<file path="src/common/macrx_pkg.sv">
// MAC receive package with frame constants, field offsets and the frame phase type
package macrx_pkg;

    // --------------------------------------------------
    // Data types
    // --------------------------------------------------
    typedef logic [7:0]  byte_t;
    typedef logic [15:0] word16_t;
    typedef logic [31:0] crc_t;

    // --------------------------------------------------
    // Frame markers
    // --------------------------------------------------
    localparam byte_t      PREAMBLE_BYTE = 8'h55;
    localparam byte_t      SFD_BYTE      = 8'hD5;
    localparam byte_t      END_BYTE      = 8'hFD;
    localparam logic [3:0] PREAMBLE_LEN  = 4'd7;

    // Body field offsets, high byte first
    localparam word16_t TICK_OFS  = 16'd10;
    localparam word16_t LEN_OFS   = 16'd12;

    // Body length used until a length field has been received
    localparam word16_t LEN_RESET = 16'h0078;

    // Trailer sizes after the body
    localparam word16_t STATUS_LEN = 16'd2;
    localparam word16_t FCS_LEN    = 16'd4;

    // CRC-32, processed LSB first
    localparam crc_t CRC_POLY = 32'h04C11DB7;
    localparam crc_t CRC_INIT = 32'hFFFFFFFF;

    // --------------------------------------------------
    // Frame phases after the SFD
    // --------------------------------------------------
    typedef enum logic [2:0] {
        PH_IDLE,
        PH_BODY,
        PH_STATUS,
        PH_FCS,
        PH_END,
        PH_DONE
    } frame_phase_t;

endpackage

</file>
<file path="src/frame_check/frame_tracker.sv">
// Frame tracker, walks the body and trailer phases and checks the frame end
`timescale 1ns/1ns

module frame_tracker (
    input  logic                    clk_125m,
    input  logic                    rst_125m,
    input  logic                    rx_dval,
    input  logic                    rx_eop,
    input  logic                    body_start,
    input  macrx_pkg::byte_t        rx_data,
    output macrx_pkg::frame_phase_t phase,
    output macrx_pkg::word16_t      byte_cnt,
    output logic                    frame_end,
    output logic                    len_err
);
    import macrx_pkg::*;

    word16_t body_len;
    word16_t len_now;
    logic    last_body;
    logic    last_status;
    logic    last_fcs;
    logic    early_eop;
    logic    end_d1;
    logic    end_d2;

    // Length as seen this cycle, the low byte may be arriving right now
    assign len_now     = (byte_cnt == LEN_OFS + 16'd1) ? {body_len[15:8], rx_data} : body_len;
    assign last_body   = (byte_cnt == len_now - 16'd1);
    assign last_status = (byte_cnt == STATUS_LEN - 16'd1);
    assign last_fcs    = (byte_cnt == FCS_LEN - 16'd1);
    assign early_eop   = rx_dval && rx_eop
                         && (phase == PH_BODY || phase == PH_STATUS || phase == PH_FCS);

    // --------------------------------------------------
    // Phase FSM, byte_cnt is the index within a phase
    // --------------------------------------------------
    always_ff @(posedge clk_125m or negedge rst_125m) begin
        if (!rst_125m) begin
            phase     <= PH_IDLE;
            byte_cnt  <= '0;
            frame_end <= 1'b0;
        end else begin
            frame_end <= 1'b0;
            if (early_eop) begin
                phase     <= PH_IDLE;
                byte_cnt  <= '0;
                frame_end <= 1'b1;
            end else begin
                case (phase)
                    PH_IDLE: begin
                        if (body_start) begin
                            phase    <= PH_BODY;
                            byte_cnt <= '0;
                        end
                    end
                    PH_BODY: begin
                        if (rx_dval && last_body) begin
                            phase    <= PH_STATUS;
                            byte_cnt <= '0;
                        end else if (rx_dval) begin
                            byte_cnt <= byte_cnt + 16'd1;
                        end
                    end
                    PH_STATUS: begin
                        if (rx_dval && last_status) begin
                            phase    <= PH_FCS;
                            byte_cnt <= '0;
                        end else if (rx_dval) begin
                            byte_cnt <= byte_cnt + 16'd1;
                        end
                    end
                    PH_FCS: begin
                        if (rx_dval && last_fcs) begin
                            phase    <= PH_END;
                            byte_cnt <= '0;
                        end else if (rx_dval) begin
                            byte_cnt <= byte_cnt + 16'd1;
                        end
                    end
                    PH_END: begin
                        if (rx_dval && rx_eop) begin
                            phase     <= PH_IDLE;
                            frame_end <= 1'b1;
                        end else if (rx_dval) begin
                            phase <= PH_DONE;
                        end
                    end
                    // Lost eop, close the frame on the next byte slot
                    PH_DONE: begin
                        if (rx_dval) begin
                            phase     <= PH_IDLE;
                            frame_end <= 1'b1;
                        end
                    end
                    default: phase <= PH_IDLE;
                endcase
            end
        end
    end

    // Length field capture, kept across frames
    always_ff @(posedge clk_125m or negedge rst_125m) begin
        if (!rst_125m) begin
            body_len <= LEN_RESET;
        end else if (phase == PH_BODY && rx_dval) begin
            if (byte_cnt == LEN_OFS) begin
                body_len[15:8] <= rx_data;
            end else if (byte_cnt == LEN_OFS + 16'd1) begin
                body_len[7:0] <= rx_data;
            end
        end
    end

    // --------------------------------------------------
    // Length error, held until the trailer is out
    // --------------------------------------------------
    always_ff @(posedge clk_125m or negedge rst_125m) begin
        if (!rst_125m) begin
            end_d1 <= 1'b0;
            end_d2 <= 1'b0;
        end else begin
            end_d1 <= frame_end;
            end_d2 <= end_d1;
        end
    end

    always_ff @(posedge clk_125m or negedge rst_125m) begin
        if (!rst_125m) begin
            len_err <= 1'b0;
        end else if (end_d2) begin
            len_err <= 1'b0;
        end else if (early_eop) begin
            len_err <= 1'b1;
        end else if (phase == PH_END && rx_dval && (rx_data != END_BYTE || !rx_eop)) begin
            len_err <= 1'b1;
        end
    end

endmodule

</file>
<file path="src/frame_check/tick_check.sv">
// Tick checker, compares each packet serial number with the previous one plus one
`timescale 1ns/1ns

module tick_check (
    input  logic                    clk_125m,
    input  logic                    rst_125m,
    input  logic                    rx_dval,
    input  macrx_pkg::byte_t        rx_data,
    input  macrx_pkg::frame_phase_t phase,
    input  macrx_pkg::word16_t      byte_cnt,
    output logic                    tick_err
);
    import macrx_pkg::*;

    word16_t      tick_q;
    word16_t      tick_now;
    word16_t      prev_tick;
    frame_phase_t phase_q;
    logic [1:0]   clr_sr;
    logic         body_byte;
    logic         idle_entry;

    assign body_byte  = rx_dval && (phase == PH_BODY);
    assign tick_now   = {tick_q[15:8], rx_data};
    assign idle_entry = (phase == PH_IDLE) && (phase_q != PH_IDLE);

    always_ff @(posedge clk_125m) begin
        if (body_byte && byte_cnt == TICK_OFS) begin
            tick_q[15:8] <= rx_data;
        end else if (body_byte && byte_cnt == TICK_OFS + 16'd1) begin
            tick_q[7:0] <= rx_data;
        end
    end

    always_ff @(posedge clk_125m or negedge rst_125m) begin
        if (!rst_125m) begin
            prev_tick <= '0;
        end else if (body_byte && byte_cnt == LEN_OFS) begin
            prev_tick <= tick_q;
        end
    end

    // Frame close seen through the phase, delayed to the end of the trailer
    always_ff @(posedge clk_125m or negedge rst_125m) begin
        if (!rst_125m) begin
            phase_q <= PH_IDLE;
            clr_sr  <= 2'b00;
        end else begin
            phase_q <= phase;
            clr_sr  <= {clr_sr[0], idle_entry};
        end
    end

    always_ff @(posedge clk_125m or negedge rst_125m) begin
        if (!rst_125m) begin
            tick_err <= 1'b0;
        end else if (clr_sr[1]) begin
            tick_err <= 1'b0;
        end else if (body_byte && byte_cnt == TICK_OFS + 16'd1) begin
            tick_err <= (tick_now != prev_tick + 16'd1);
        end
    end

endmodule

</file>
<file path="src/frame_check/crc_check.sv">
// CRC checker, runs CRC-32 over body and status bytes and checks it against the FCS
`timescale 1ns/1ns

module crc_check (
    input  logic                    clk_125m,
    input  logic                    rst_125m,
    input  logic                    rx_dval,
    input  logic                    body_start,
    input  macrx_pkg::byte_t        rx_data,
    input  macrx_pkg::frame_phase_t phase,
    output logic                    crc_err
);
    import macrx_pkg::*;

    crc_t         crc_q;
    crc_t         fcs_q;
    frame_phase_t phase_q;
    logic [1:0]   clr_sr;
    logic         idle_entry;
    logic         fcs_done;

    // One byte of reflected CRC-32, LSB first
    function automatic crc_t crc_byte(input crc_t crc_in, input byte_t data);
        crc_t c;
        crc_t poly_r;
        int   i;
        int   b;
        for (i = 0; i < 32; i++) begin
            poly_r[i] = CRC_POLY[31 - i];
        end
        c = crc_in ^ {24'h000000, data};
        for (b = 0; b < 8; b++) begin
            c = c[0] ? ((c >> 1) ^ poly_r) : (c >> 1);
        end
        return c;
    endfunction

    assign idle_entry = (phase == PH_IDLE) && (phase_q != PH_IDLE);
    assign fcs_done   = (phase_q == PH_FCS) && (phase != PH_FCS);

    // --------------------------------------------------
    // Running CRC and FCS shift register
    // --------------------------------------------------
    always_ff @(posedge clk_125m) begin
        if (body_start) begin
            crc_q <= CRC_INIT;
        end else if (rx_dval && (phase == PH_BODY || phase == PH_STATUS)) begin
            crc_q <= crc_byte(crc_q, rx_data);
        end
    end

    // FCS arrives most significant byte first
    always_ff @(posedge clk_125m) begin
        if (rx_dval && phase == PH_FCS) begin
            fcs_q <= {fcs_q[23:0], rx_data};
        end
    end

    always_ff @(posedge clk_125m or negedge rst_125m) begin
        if (!rst_125m) begin
            phase_q <= PH_IDLE;
            clr_sr  <= 2'b00;
        end else begin
            phase_q <= phase;
            clr_sr  <= {clr_sr[0], idle_entry};
        end
    end

    // Compare once the last FCS byte has been shifted in
    always_ff @(posedge clk_125m or negedge rst_125m) begin
        if (!rst_125m) begin
            crc_err <= 1'b0;
        end else if (clr_sr[1]) begin
            crc_err <= 1'b0;
        end else if (fcs_done) begin
            crc_err <= (fcs_q != ~crc_q);
        end
    end

endmodule

</file>
<file path="src/preamble_detect.sv">
// Preamble detector, flags the start of the body on an SFD after a full preamble
`timescale 1ns/1ns

module preamble_detect (
    input  logic             clk_125m,
    input  logic             rst_125m,
    input  logic             rx_dval,
    input  logic             rx_sop,
    input  macrx_pkg::byte_t rx_data,
    output logic             body_start
);
    import macrx_pkg::*;

    logic       armed;
    logic [3:0] pre_cnt;
    logic       is_pre;

    assign is_pre = rx_dval && (rx_data == PREAMBLE_BYTE);

    // Armed by sop on a preamble byte, any other valid byte drops it
    always_ff @(posedge clk_125m or negedge rst_125m) begin
        if (!rst_125m) begin
            armed <= 1'b0;
        end else if (rx_dval && rx_data != PREAMBLE_BYTE) begin
            armed <= 1'b0;
        end else if (rx_sop && is_pre) begin
            armed <= 1'b1;
        end
    end

    // Preamble byte count, saturating so that long preambles never match
    always_ff @(posedge clk_125m or negedge rst_125m) begin
        if (!rst_125m) begin
            pre_cnt <= 4'd0;
        end else if (rx_sop && is_pre) begin
            pre_cnt <= 4'd1;
        end else if (armed && is_pre && pre_cnt != 4'hF) begin
            pre_cnt <= pre_cnt + 4'd1;
        end
    end

    assign body_start = armed && rx_dval && (rx_data == SFD_BYTE)
                        && (pre_cnt == PREAMBLE_LEN);

endmodule

</file>
<file path="src/status_append.sv">
// Status appender, forwards body bytes and adds the two-byte status trailer
`timescale 1ns/1ns

module status_append (
    input  logic                    clk_125m,
    input  logic                    rst_125m,
    input  logic                    self_cfg_err,
    input  logic                    rx_dval,
    input  logic                    frame_end,
    input  logic                    len_err,
    input  logic                    tick_err,
    input  logic                    crc_err,
    input  macrx_pkg::byte_t        rx_data,
    input  macrx_pkg::frame_phase_t phase,
    input  macrx_pkg::word16_t      byte_cnt,
    output logic                    fifo_dval,
    output logic                    fifo_sop,
    output logic                    fifo_eop,
    output macrx_pkg::byte_t        fifo_data
);
    import macrx_pkg::*;

    logic [1:0] cfg_sync;
    word16_t    link_sta;
    logic       trail_d;
    logic       body_byte;

    assign body_byte = rx_dval && (phase == PH_BODY);

    // Two-flop synchronizer for the configuration error
    always_ff @(posedge clk_125m or negedge rst_125m) begin
        if (!rst_125m) begin
            cfg_sync <= 2'b00;
        end else begin
            cfg_sync <= {cfg_sync[0], self_cfg_err};
        end
    end

    // Link status from the two status bytes
    always_ff @(posedge clk_125m or negedge rst_125m) begin
        if (!rst_125m) begin
            link_sta <= '0;
        end else if (rx_dval && phase == PH_STATUS) begin
            if (byte_cnt == 16'd0) begin
                link_sta[15:8] <= rx_data;
            end else if (byte_cnt == 16'd1) begin
                link_sta[7:0] <= rx_data;
            end
        end
    end

    // --------------------------------------------------
    // Output stage
    // --------------------------------------------------
    always_ff @(posedge clk_125m or negedge rst_125m) begin
        if (!rst_125m) begin
            trail_d   <= 1'b0;
            fifo_dval <= 1'b0;
            fifo_sop  <= 1'b0;
            fifo_eop  <= 1'b0;
        end else begin
            trail_d   <= frame_end;
            fifo_dval <= body_byte || frame_end || trail_d;
            fifo_sop  <= body_byte && (byte_cnt == 16'd0);
            fifo_eop  <= trail_d;
        end
    end

    // Trailer: status high byte, then error flags over the status low nibble
    always_ff @(posedge clk_125m) begin
        if (frame_end) begin
            fifo_data <= link_sta[15:8];
        end else if (trail_d) begin
            fifo_data <= {cfg_sync[1], len_err, tick_err, crc_err, link_sta[3:0]};
        end else begin
            fifo_data <= rx_data;
        end
    end

endmodule

</file>
<file path="src/macrx_top.sv">
// MAC receive top level, registers the PCS byte stream and links the frame checkers
`timescale 1ns/1ns

module macrx_top (
    input  logic             clk_125m,
    input  logic             rst_125m,
    input  logic             self_cfg_err,
    input  logic             pcs_dval,
    input  logic             pcs_sop,
    input  logic             pcs_eop,
    input  macrx_pkg::byte_t pcs_data,
    output logic             fifo_dval,
    output logic             fifo_sop,
    output logic             fifo_eop,
    output macrx_pkg::byte_t fifo_data
);
    import macrx_pkg::*;

    logic         rx_dval;
    logic         rx_sop;
    logic         rx_eop;
    byte_t        rx_data;
    logic         body_start;
    frame_phase_t phase;
    word16_t      byte_cnt;
    logic         frame_end;
    logic         len_err;
    logic         tick_err;
    logic         crc_err;

    // Input stage, every checker works on this copy
    always_ff @(posedge clk_125m or negedge rst_125m) begin
        if (!rst_125m) begin
            rx_dval <= 1'b0;
            rx_sop  <= 1'b0;
            rx_eop  <= 1'b0;
        end else begin
            rx_dval <= pcs_dval;
            rx_sop  <= pcs_sop;
            rx_eop  <= pcs_eop;
        end
    end

    always_ff @(posedge clk_125m) begin
        rx_data <= pcs_data;
    end

    preamble_detect preamble_detect_i (.*);
    frame_tracker   frame_tracker_i   (.*);
    tick_check      tick_check_i      (.*);
    crc_check       crc_check_i       (.*);
    status_append   status_append_i   (.*);

endmodule

</file>
<file path="config.mk">
export PLATFORM = sky130hd
export DESIGN_NAME = macrx_top
export DESIGN_NICKNAME = d
export VERILOG_FILES = /design/src/common/macrx_pkg.sv /design/src/frame_check/frame_tracker.sv /design/src/frame_check/tick_check.sv /design/src/frame_check/crc_check.sv /design/src/preamble_detect.sv /design/src/status_append.sv /design/src/macrx_top.sv
export SDC_FILE = /design/constraint.sdc
export NUM_CORES = 1
export LEC_CHECK = 0
export ABC_AREA = 1
export BUFFER_PORTS_ARGS = -buffer_cell sky130_fd_sc_hd__buf_2
export CAP_MARGIN = 10
export CORE_UTILIZATION = 64
export DETAILED_ROUTE_END_ITERATION = 8
export PLACE_DENSITY = 0.82
export SLEW_MARGIN = 5
export SYNTH_ARGS = -nofsm -noshare
export SYNTH_HDL_FRONTEND = slang
export SYNTH_HIERARCHICAL = 1
export SYNTH_SLANG_ARGS = --single-unit
</file>
<file path="constraint.sdc">
create_clock -name clk_125m -period 3.7 [get_ports clk_125m]
set_input_delay 0.185 -clock clk_125m [delete_from_list [all_inputs] [get_ports clk_125m]]
set_output_delay 0.185 -clock clk_125m [all_outputs]
set_load 0.005 [all_outputs]
</file>
==> results.sh, run 1 <==
export IMPL_grt_max_degree=75
export IMPL_relSlewSlack_pct=37.3
export IMPL_ctsHtreeMaxLevel=4
export IMPL_area_growth_pct=9.57
export IMPL_crit_buf_inv=1
export IMPL_die_y_microns=132
export IMPL_p_seq_share_pct=50.9
export IMPL_yosys_top_cells_area="dfrtp_1 21%, nand2_1 14%, edfxtp_1 13%"
export IMPL_route_detailed_drc=0
export IMPL_hold_path_class="register to register"
export IMPL_final_util_pct=71.6
export IMPL_crit_type="register to register"
export IMPL_ir_worst_vdd_v=0.000320
export IMPL_avgRoutedWirePerCell_microns=16.0
export IMPL_antenna_found_initial=0
export IMPL_required_ns=4.02
export IMPL_synth_common_cells="405 x nand2_1, 151 x inv_1, 104 x nor2_1, 93 x nand3_1, 89 x dfrtp_1"
export IMPL_dp_hpwl_microns=18300
export IMPL_synth_edf_count=48
export IMPL_cts_made_buffers=17
export IMPL_cp_slowest_cell="dfrtp_1"
export IMPL_power_leakage_nw=5.84
export IMPL_port_buffers=24
export IMPL_fmax_ghz=0.295
export IMPL_slew_viol_final=0
export IMPL_ys_ff_latch=189
export IMPL_startpoint_type="register"
export IMPL_drive_gt1_share_pct=13.0
export IMPL_worstMarginPinSlew_ns=0.940
export IMPL_syn_num_nets=1394
export IMPL_grt_pass1_vias=8758
export IMPL_path_cells="inv_1 > ha_1 > nand3_1 > nor2_4 > nand3_1 > nand2_1 > ha_1 > nand3_1 > nor2_4 > nand2_2 > nor2_2 > xor2_1 > nand2_1 > nor2_2 > nand3_2 > nand2_2 > nand2_4 > nand3_1 > nand2_1"
export IMPL_cp_common_cell="nand3_1"
export IMPL_vias_per_cell=5.62
export IMPL_synthCells=1374
export IMPL_seq_area_frac_synth_pct=43.8
export IMPL_switchingPower_w=0.00105
export IMPL_coreArea_sq_mm=0.0165
export IMPL_cts_resized=0
export IMPL_n_antenna_cell=0
export IMPL_p_total_w=0.00423
export IMPL_slowest_delay_ns=0.49
export IMPL_p_sw_share_pct=24.8
export IMPL_fin_crit_ns=3.39
export IMPL_via_count=9256
export IMPL_yosysTopAreaCell="dfrtp_1"
export IMPL_grt_pass1_wl_microns=43400
export IMPL_synth_most_common_cell="nand2_1"
export IMPL_fin_worst_skew_ns=0.0114
export IMPL_rows=47
export IMPL_pwr_share_comb_pct=5.6
export IMPL_drv_cap=0
export IMPL_first_pass_iters=8
export IMPL_cpLargestDelayFamily="simple AND/OR/NAND/NOR gates"
export IMPL_grt_usage_pct=31.5
export IMPL_worstSetupEndpointType="register"
export IMPL_clockPowerShare_pct=43.5
export IMPL_path_clk_slew_ns=0.08
export IMPL_status="completed"
export IMPL_grt_overflow_total=0
export IMPL_timing_final_crit_share_pct=91.6
export IMPL_clock_root_buffer="clkbuf_16"
export IMPL_insertion_delay_ns=0.43
export IMPL_clockBufferDepth=2
export IMPL_fillerInstances=1254
export IMPL_cts_tree="built"
export IMPL_synth_top_area_share_pct=20.6
export IMPL_final_area_sq_mm=0.0118
export IMPL_drt_iter0_markers=846
export IMPL_routed_wl_microns=26300
export IMPL_path_max_fanout=16
export IMPL_dp_cells=1602
export IMPL_p_int_w=0.00318
export IMPL_synth_flop_cell="dfrtp_1"
export IMPL_netlist_area_sq_mm=0.0108
export IMPL_post_cts_repair_setup_buffers=0
export IMPL_pin_count=25
export IMPL_start_util_pct=65.4
export IMPL_setup_tns_final_ns=0
export IMPL_syn_avg_cell_area_sq_um=7.86
export IMPL_grt_setup_unrepaired="false"
export IMPL_die_area_sq_mm=0.0174
export IMPL_async_flop_share_pct=49.2
export IMPL_cts_sinks=189
export IMPL_setup_viol=0
export IMPL_ant_nets=0
export IMPL_synthDistinctLibCells=50
export IMPL_yosysWarnings=6
export IMPL_finalHoldViolations=0
export IMPL_nets=1434
export IMPL_instances_no_fill=1647
export IMPL_p_per_area_mw_per_mm2=358
export IMPL_worstPathArrival_ns=3.71
export IMPL_placed_area_sq_mm=0.0111
export IMPL_dieWidth_microns=132
export IMPL_gp_congestion=0.929
per-layer routing:
layer | track usage (%) | share of wire (%) | wire length (microns) | up-vias
li1 | - | - | - | 4475
met1 | 42.0 | 41 | 10900 | 4298
met2 | 50.4 | 48 | 12500 | 409
met3 | 6.57 | 7.6 | 1990 | 74
met4 | 12.7 | 3.4 | 903 | 0
met5 | 0 | 0 | 0 | -
stage by stage:
step	setup WS (ns)	hold slack, ns
finish	0.310	0.357
global route	0.00587	0.365
CTS	0.306	0.361
global placement	0.509	0.287
detailed placement	0.311	0.289
floorplan	0.839	-0.111
worst reg2reg max path: cells and delay by family (launching register included):
family / cells / cell delay (ns)
xor gates and xnor gates: 1 / 0.17
adders and majority gates: 2 / 0.43
and+or+nand+nor: 15 / 2.04
DFF: 1 / 0.49
buffers and inverters: 1 / 0.15
layout make-up:
type | instances | area (sq um) | share of cell area, %
clock buffers | 17 | 425 | 3.60
clock inverters | 15 | 175 | 1.48
multi-input cells | 986 | 5210 | 44.0
flip-flops and latches | 189 | 4730 | 40.0
inverters | 164 | 616 | 5.20
well taps | 220 | 275 | 2.33
repair buffers | 56 | 395 | 3.34
flip-flops by register name (all words and copies together), names as in the netlist, 12 cells and up:
name,cells
crc_check_i/crc_q,32
tick_check_i/prev_tick,16
status_append_i/link_sta,12
crc_check_i/fcs_q,32
frame_tracker_i/body_len,16
frame_tracker_i/byte_cnt,16
tick_check_i/tick_q,16
cells by family after synthesis:
family	share of synthesized area [%]
flip-flops	43.8
AO/OA/AOI/OAI	6.67
buffers and inverters	7.97
adder cells (fa/ha/maj)	0.695
XOR/XNOR	7.79
AND/OR/NAND/NOR	33.0
power by group through the flow:
| stage | Sequential (W) | Combinational (W) | Clock, W |
|---|---|---|---|
| 3_5_place_dp | 0.00220 | 0.000219 | 0 |
| 5_1_grt | 0.00216 | 0.000258 | 0.00196 |
| 4_1_cts | 0.00215 | 0.000232 | 0.00187 |
| 3_3_place_gp | 0.00220 | 0.000214 | 0 |
| 2_1_floorplan | 0.00220 | 0.000131 | 0 |
| 6_report | 0.00216 | 0.000235 | 0.00184 |
placed cells by master (no fill, tap or decap), types with 15 or more instances in the layout:
master     count
nand3_1       93
buf_4         20
nor3_1        16
buf_2         23
xor2_1        60
xnor2_1       24
nand2_1      405
dfrtp_1       89
clkbuf_16     17
o21ai_0       52
nand4_1       33
nand3_2       15
dfxtp_1       48
a21oi_1       50
edfxtp_1      48
inv_1        151
nor2_1       103
nand2_2       32
timing repair:
item	CTS	global route
hold buffers	13	0
setup endpoints to repair	0	1
endpoints found under the hold margin	85	0
path summary, 6_finish.rpt:
kind / startpoint / to / cells past startpoint / slack, ns
worst max-delay path: frame_tracker_i/byte_cnt[1] / frame_tracker_i/byte_cnt[12] / 19 / 0.31
worst min-delay path: frame_tracker_i/end_d1 / frame_tracker_i/end_d2 / 0 / 0.36
worst max register to register: frame_tracker_i/byte_cnt[1] / frame_tracker_i/byte_cnt[12] / 19 / 0.31
worst min register to register: frame_tracker_i/end_d1 / frame_tracker_i/end_d2 / 0 / 0.36
max in group asynchronous: rst_125m / frame_tracker_i/body_len[3] / 3 / 2.35
min in group asynchronous: rst_125m / frame_tracker_i/byte_cnt[14] / 2 / 0.43
Note: power is estimated with default switching activity, not from simulation.
==> inputs of run 2 (changes only) <==
--- a/config.mk
+++ b/config.mk
@@ -8,6 +8,7 @@
 export ABC_AREA = 1
 export BUFFER_PORTS_ARGS = -buffer_cell sky130_fd_sc_hd__buf_2
 export CAP_MARGIN = 10
+export CORE_ASPECT_RATIO = 1.25
 export CORE_UTILIZATION = 64
 export DETAILED_ROUTE_END_ITERATION = 8
 export PLACE_DENSITY = 0.82
==> results.sh, run 2 (synthesis results as in run 1) <==
export IMPL_setup_viol=0
export IMPL_required_ns=4.04
export IMPL_cts_sinks=189
export IMPL_top_regs="crc_check_i/crc_q (32), crc_check_i/fcs_q (32)"
export IMPL_pin_count=25
export IMPL_pwr_share_comb_pct=5.6
export IMPL_grt_pass1_wl_microns=43800
export IMPL_grt_setup_unrepaired="false"
export IMPL_fmax_ghz=0.309
export IMPL_finalHoldViolations=0
export IMPL_clockBufferDepth=2
export IMPL_grt_max_degree=73
export IMPL_relSlewSlack_pct=37.7
export IMPL_area_growth_pct=10.0
export IMPL_slew_viol_final=0
export IMPL_clock_root_buffer="clkbuf_16"
export IMPL_mostFrequentLayoutCells="405 x nand2_1, 151 x inv_1, 103 x nor2_1"
export IMPL_p_total_w=0.00429
export IMPL_gp_congestion=0.945
export IMPL_worstMarginPinSlew_ns=0.934
export IMPL_clockPowerShare_pct=44.3
export IMPL_antenna_found_initial=0
export IMPL_path_max_fanout=16
export IMPL_power_leakage_nw=5.87
export IMPL_multiInputGateArea_sq_mm=0.00521
export IMPL_hold_path_class="register to register"
export IMPL_fillerInstances=1228
export IMPL_drv_cap=0
export IMPL_nets=1438
export IMPL_grt_overflow_total=0
export IMPL_fin_hold_ws_ns=0.355
export IMPL_port_buffers=24
export IMPL_start_util_pct=66.1
export IMPL_via_count=9253
export IMPL_worstSetupEndpointType="register"
export IMPL_startpoint_type="register"
export IMPL_dp_hpwl_microns=18600
export IMPL_p_sw_share_pct=26.5
export IMPL_ff_latch_area_sq_mm=0.00473
export IMPL_timing_final_crit_share_pct=87.4
export IMPL_die_area_sq_mm=0.0174
export IMPL_p_int_w=0.00316
export IMPL_drt_iter0_markers=915
export IMPL_dieWidth_microns=118
export IMPL_insertion_delay_ns=0.45
export IMPL_switchingPower_w=0.00114
export IMPL_ir_worst_vdd_v=0.000325
export IMPL_fin_worst_skew_ns=0.0103
export IMPL_final_util_pct=72.8
export IMPL_vias_per_cell=5.62
export IMPL_final_area_sq_mm=0.0119
export IMPL_p_seq_share_pct=50.1
export IMPL_rows=52
export IMPL_avgRoutedWirePerCell_microns=16.1
export IMPL_crit_type="register to register"
export IMPL_worstPathArrival_ns=3.58
export IMPL_coreArea_sq_mm=0.0163
export IMPL_first_pass_iters=5
export IMPL_fin_crit_ns=3.24
export IMPL_n_antenna_cell=0
export IMPL_die_y_microns=147
export IMPL_grt_usage_pct=32.0
export IMPL_drive_gt1_share_pct=13.2
export IMPL_placed_area_sq_mm=0.0111
export IMPL_layout_commonest_cell="nand2_1"
export IMPL_grt_pass1_vias=9070
export IMPL_route_detailed_drc=0
export IMPL_path_clk_slew_ns=0.08
export IMPL_ant_nets=0
export IMPL_cts_resized=0
export IMPL_cts_tree="built"
export IMPL_setup_tns_final_ns=0
export IMPL_p_per_area_mw_per_mm2=361
export IMPL_status="completed"
export IMPL_routed_wl_microns=26600
export IMPL_cts_made_buffers=17
export IMPL_ctsHtreeMaxLevel=4
## run 2: final cells by class
type / instances / area share (%)
flip-flops and latches: 189 / 39.8
well taps: 216 / 2.27
clock buffers: 17 / 3.58
multi-input cells: 986 / 43.9
repair buffers: 60 / 3.58
inverters: 164 / 5.18
clock inverters: 15 / 1.70
## run 2: repair_timing
item / CTS / global route
setup endpoints to repair: 0 / 0
hold endpoints to repair: 79 / 0
hold buffers: 13 / 0
setup buffers: 0 / 0
## run 2: power groups by stage
stage	logic (W)	registers, W	clock network (W)
final	0.000241	0.00215	0.00190
after global routing	0.000265	0.00215	0.00201
after CTS	0.000240	0.00215	0.00193
after detailed placement	0.000225	0.00219	0
after global placement	0.000220	0.00219	0
after floorplan	0.000131	0.00220	0
## run 2: stage by stage
step                std cells  setup WS [ns]
floorplan                1374          0.839
global placement         1602          0.695
detailed placement       1602          0.552
CTS                      1647          0.502
global route             1647          0.144
finish                   1647          0.465
## run 2: critical path: stages, from the launching register on
cell     delay, ns
dfrtp_1       0.50
inv_1         0.15
ha_1          0.18
nand3_1       0.14
nor2_4        0.21
nand3_1       0.10
nand2_1       0.21
ha_1          0.25
nand3_1       0.14
nor2_4        0.19
nand2_2       0.09
nor2_2        0.09
xor2_1        0.16
nand2_1       0.08
nor2_2        0.12
nand3_2       0.10
nand2_2       0.09
nand2_4       0.15
nand3_1       0.12
nand2_1       0.06
## run 2: final timing paths
check                      cells past startpoint                           end                   startpoint  slack (ns)
max                                           19  frame_tracker_i/byte_cnt[10]  frame_tracker_i/byte_cnt[1]        0.46
min                                            0   status_append_i/cfg_sync[1]  status_append_i/cfg_sync[0]        0.35
max reg2reg                                   19  frame_tracker_i/byte_cnt[10]  frame_tracker_i/byte_cnt[1]        0.46
min reg2reg                                    0   status_append_i/cfg_sync[1]  status_append_i/cfg_sync[0]        0.35
max in group asynchronous                      3      frame_tracker_i/phase[2]                     rst_125m        2.40
min in group asynchronous                      2  frame_tracker_i/body_len[14]                     rst_125m        0.42
## run 2: metal layers
| layer | vias to the layer above | routed length (microns) | global-route usage, % |
|---|---|---|---|
| met1 | 4394 | 10600 | 37.4 |
| met5 | - | 0 | 0 |
| met4 | 0 | 922 | 15.1 |
| met2 | 304 | 13900 | 57.8 |
| li1 | 4483 | - | - |
| met3 | 72 | 1140 | 4.54 |
==> inputs of run 3 (changes only) <==
--- a/config.mk
+++ b/config.mk
@@ -8,8 +8,11 @@
 export ABC_AREA = 1
 export BUFFER_PORTS_ARGS = -buffer_cell sky130_fd_sc_hd__buf_2
 export CAP_MARGIN = 10
+export CELL_PAD_IN_SITES_DETAIL_PLACEMENT = 0
+export CELL_PAD_IN_SITES_GLOBAL_PLACEMENT = 1
 export CORE_ASPECT_RATIO = 1.25
-export CORE_UTILIZATION = 64
+export CORE_MARGIN = 3
+export CORE_UTILIZATION = 48
 export DETAILED_ROUTE_END_ITERATION = 8
 export PLACE_DENSITY = 0.82
 export SLEW_MARGIN = 5
==> results.sh, run 3 (synthesis results as in run 1) <==
export IMPL_ir_worst_vdd_v=0.000303
export IMPL_grt_max_degree=60
export IMPL_startpoint_type="register"
export IMPL_setup_tns_final_ns=0
export IMPL_mostFrequentLayoutCells="405 x nand2_1, 151 x inv_1, 103 x nor2_1"
export IMPL_relSlewSlack_pct=42.0
export IMPL_cts_sinks=189
export IMPL_insertion_delay_ns=0.43
export IMPL_grt_setup_unrepaired="false"
export IMPL_route_detailed_drc=0
export IMPL_rows=60
export IMPL_cts_made_buffers=17
export IMPL_pin_count=25
export IMPL_via_count=8848
export IMPL_path_clk_slew_ns=0.08
export IMPL_setup_viol=0
export IMPL_fin_crit_ns=3.19
export IMPL_ant_nets=0
export IMPL_dp_hpwl_microns=19900
export IMPL_antenna_found_initial=0
export IMPL_status="completed"
export IMPL_drt_iter0_markers=607
export IMPL_layout_setup_ws_ns=0.508
export IMPL_port_buffers=24
export IMPL_finalHoldViolations=0
export IMPL_nets=1442
export IMPL_required_ns=4.03
export IMPL_rr_worst_depth=19
export IMPL_vias_per_cell=5.16
export IMPL_dpl_worst_slack_ns=0.488
export IMPL_die_area_sq_mm=0.0243
export IMPL_worstSetupEndpointType="register"
export IMPL_grt_pass1_wl_microns=45300
export IMPL_fin_hold_ws_ns=0.347
export IMPL_grt_usage_pct=23.2
export IMPL_clock_root_buffer="clkbuf_16"
export IMPL_post_cts_repair_setup_buffers=0
export IMPL_ctsHtreeMaxLevel=4
export IMPL_power_leakage_nw=5.88
export IMPL_avgRoutedWirePerCell_microns=16.1
export IMPL_gp_congestion=0.883
export IMPL_die_y_microns=174
export IMPL_fmax_ghz=0.313
export IMPL_path_max_fanout=16
export IMPL_coreArea_sq_mm=0.0218
export IMPL_first_pass_iters=5
export IMPL_layout_commonest_cell="nand2_1"
export IMPL_worstHoldPathCells=0
export IMPL_timing_final_crit_share_pct=86.3
export IMPL_start_util_pct=49.4
export IMPL_grt_pass1_vias=8613
export IMPL_clockBufferDepth=2
export IMPL_worstMarginPinSlew_ns=0.868
export IMPL_worstPathArrival_ns=3.52
export IMPL_dieWidth_microns=140
export IMPL_drv_cap=0
export IMPL_grt_overflow_total=0
export IMPL_cts_tree="built"
export IMPL_routed_wl_microns=27600
export IMPL_area_growth_pct=10.9
export IMPL_p_per_area_mw_per_mm2=357
export IMPL_fillerInstances=2105
export IMPL_slew_viol_final=0
export IMPL_n_antenna_cell=0
export IMPL_drive_gt1_share_pct=13.4
export IMPL_fin_worst_skew_ns=0.0151
export IMPL_hold_path_class="register to register"
export IMPL_crit_type="register to register"
export IMPL_top_regs="crc_check_i/crc_q (32), crc_check_i/fcs_q (32)"
-- run 3: changes by cell type in the layout (fill, tap and decap cells not counted) --
cell / previous run / this run
buf_4: 24 / 28
clkbuf_16: 17 / 18
clkbuf_8: 0 / 1
clkinv_4: 1 / 2
clkinv_8: 4 / 2
inv_12: 4 / 0
inv_6: 2 / 4
inv_8: 4 / 5
-- run 3: layout make-up --
cell class                      count  area [sq um]  area share [%]
Multi-Input combinational cell    986          5210            43.5
Sequential cell                   189          4730            39.5
Inverter                          164           616            5.14
Clock buffer                       19           464            3.88
Timing Repair Buffer               64           455            3.80
Tap cell                          279           349            2.92
Clock inverter                     13           141            1.18
-- run 3: layer usage --
layer	up-vias	part of all wire [%]	GRT usage, %	routed length (microns)
met1	4118	44	30.0	12200
met5	-	0	0	0
met4	0	2.7	8.36	758
met3	42	3.5	3.09	959
li1	4498	-	-	-
met2	190	50	39.8	13700
-- run 3: final timing paths --
path / endpoint / start / slack, ns
max: frame_tracker_i/byte_cnt[12] / frame_tracker_i/byte_cnt[1] / 0.51
min: crc_check_i/clr_sr[1] / crc_check_i/clr_sr[0] / 0.35
max reg2reg: frame_tracker_i/byte_cnt[12] / frame_tracker_i/byte_cnt[1] / 0.51
min reg2reg: crc_check_i/clr_sr[1] / crc_check_i/clr_sr[0] / 0.35
max in group asynchronous: frame_tracker_i/frame_end / rst_125m / 2.52
min in group asynchronous: frame_tracker_i/body_len[9] / rst_125m / 0.37
-- run 3: metrics by stage --
| step | instances | total power, W | util, % | instance area [sq um] |
|---|---|---|---|---|
| 6_report | 1714 | 0.00427 | 54.8 | 12000 |
| 4_1_cts | 1714 | 0.00431 | 54.8 | 12000 |
| 5_1_grt | 1714 | 0.00442 | 54.8 | 12000 |
| 3_5_place_dp | 1669 | 0.00243 | 51.4 | 11200 |
| 2_1_floorplan | 1374 | 0.00233 | - | 10800 |
| 3_3_place_gp | 1669 | 0.00242 | 51.4 | 11200 |
-- run 3: what timing repair did --
action	CTS	global route
endpoints found under the hold margin	65	0
hold buffers	13	0
gates resized for setup	0	0
-- run 3: critical path: stages (launching register included) --
cell	delay [ns]
dfrtp_1	0.49
inv_1	0.14
ha_1	0.17
nand3_1	0.12
nor2_4	0.27
nand3_1	0.11
nand2_1	0.21
ha_1	0.25
nand3_1	0.13
nor2_4	0.18
nand2_2	0.09
nor2_2	0.09
xor2_1	0.14
nand2_1	0.07
nor2_2	0.11
nand3_2	0.10
nand2_2	0.09
nand2_4	0.16
nand3_1	0.11
nand2_1	0.05
-- run 3: where the power goes --
part	switching, W	internal [W]	total [W]	leakage (nW)
Combinational	0.000160	0.0000780	0.000238	3.49
Clock	0.000913	0.000966	0.00188	0.299
Sequential	0.0000150	0.00214	0.00215	2.10
Total	0.00109	0.00318	0.00427	5.88
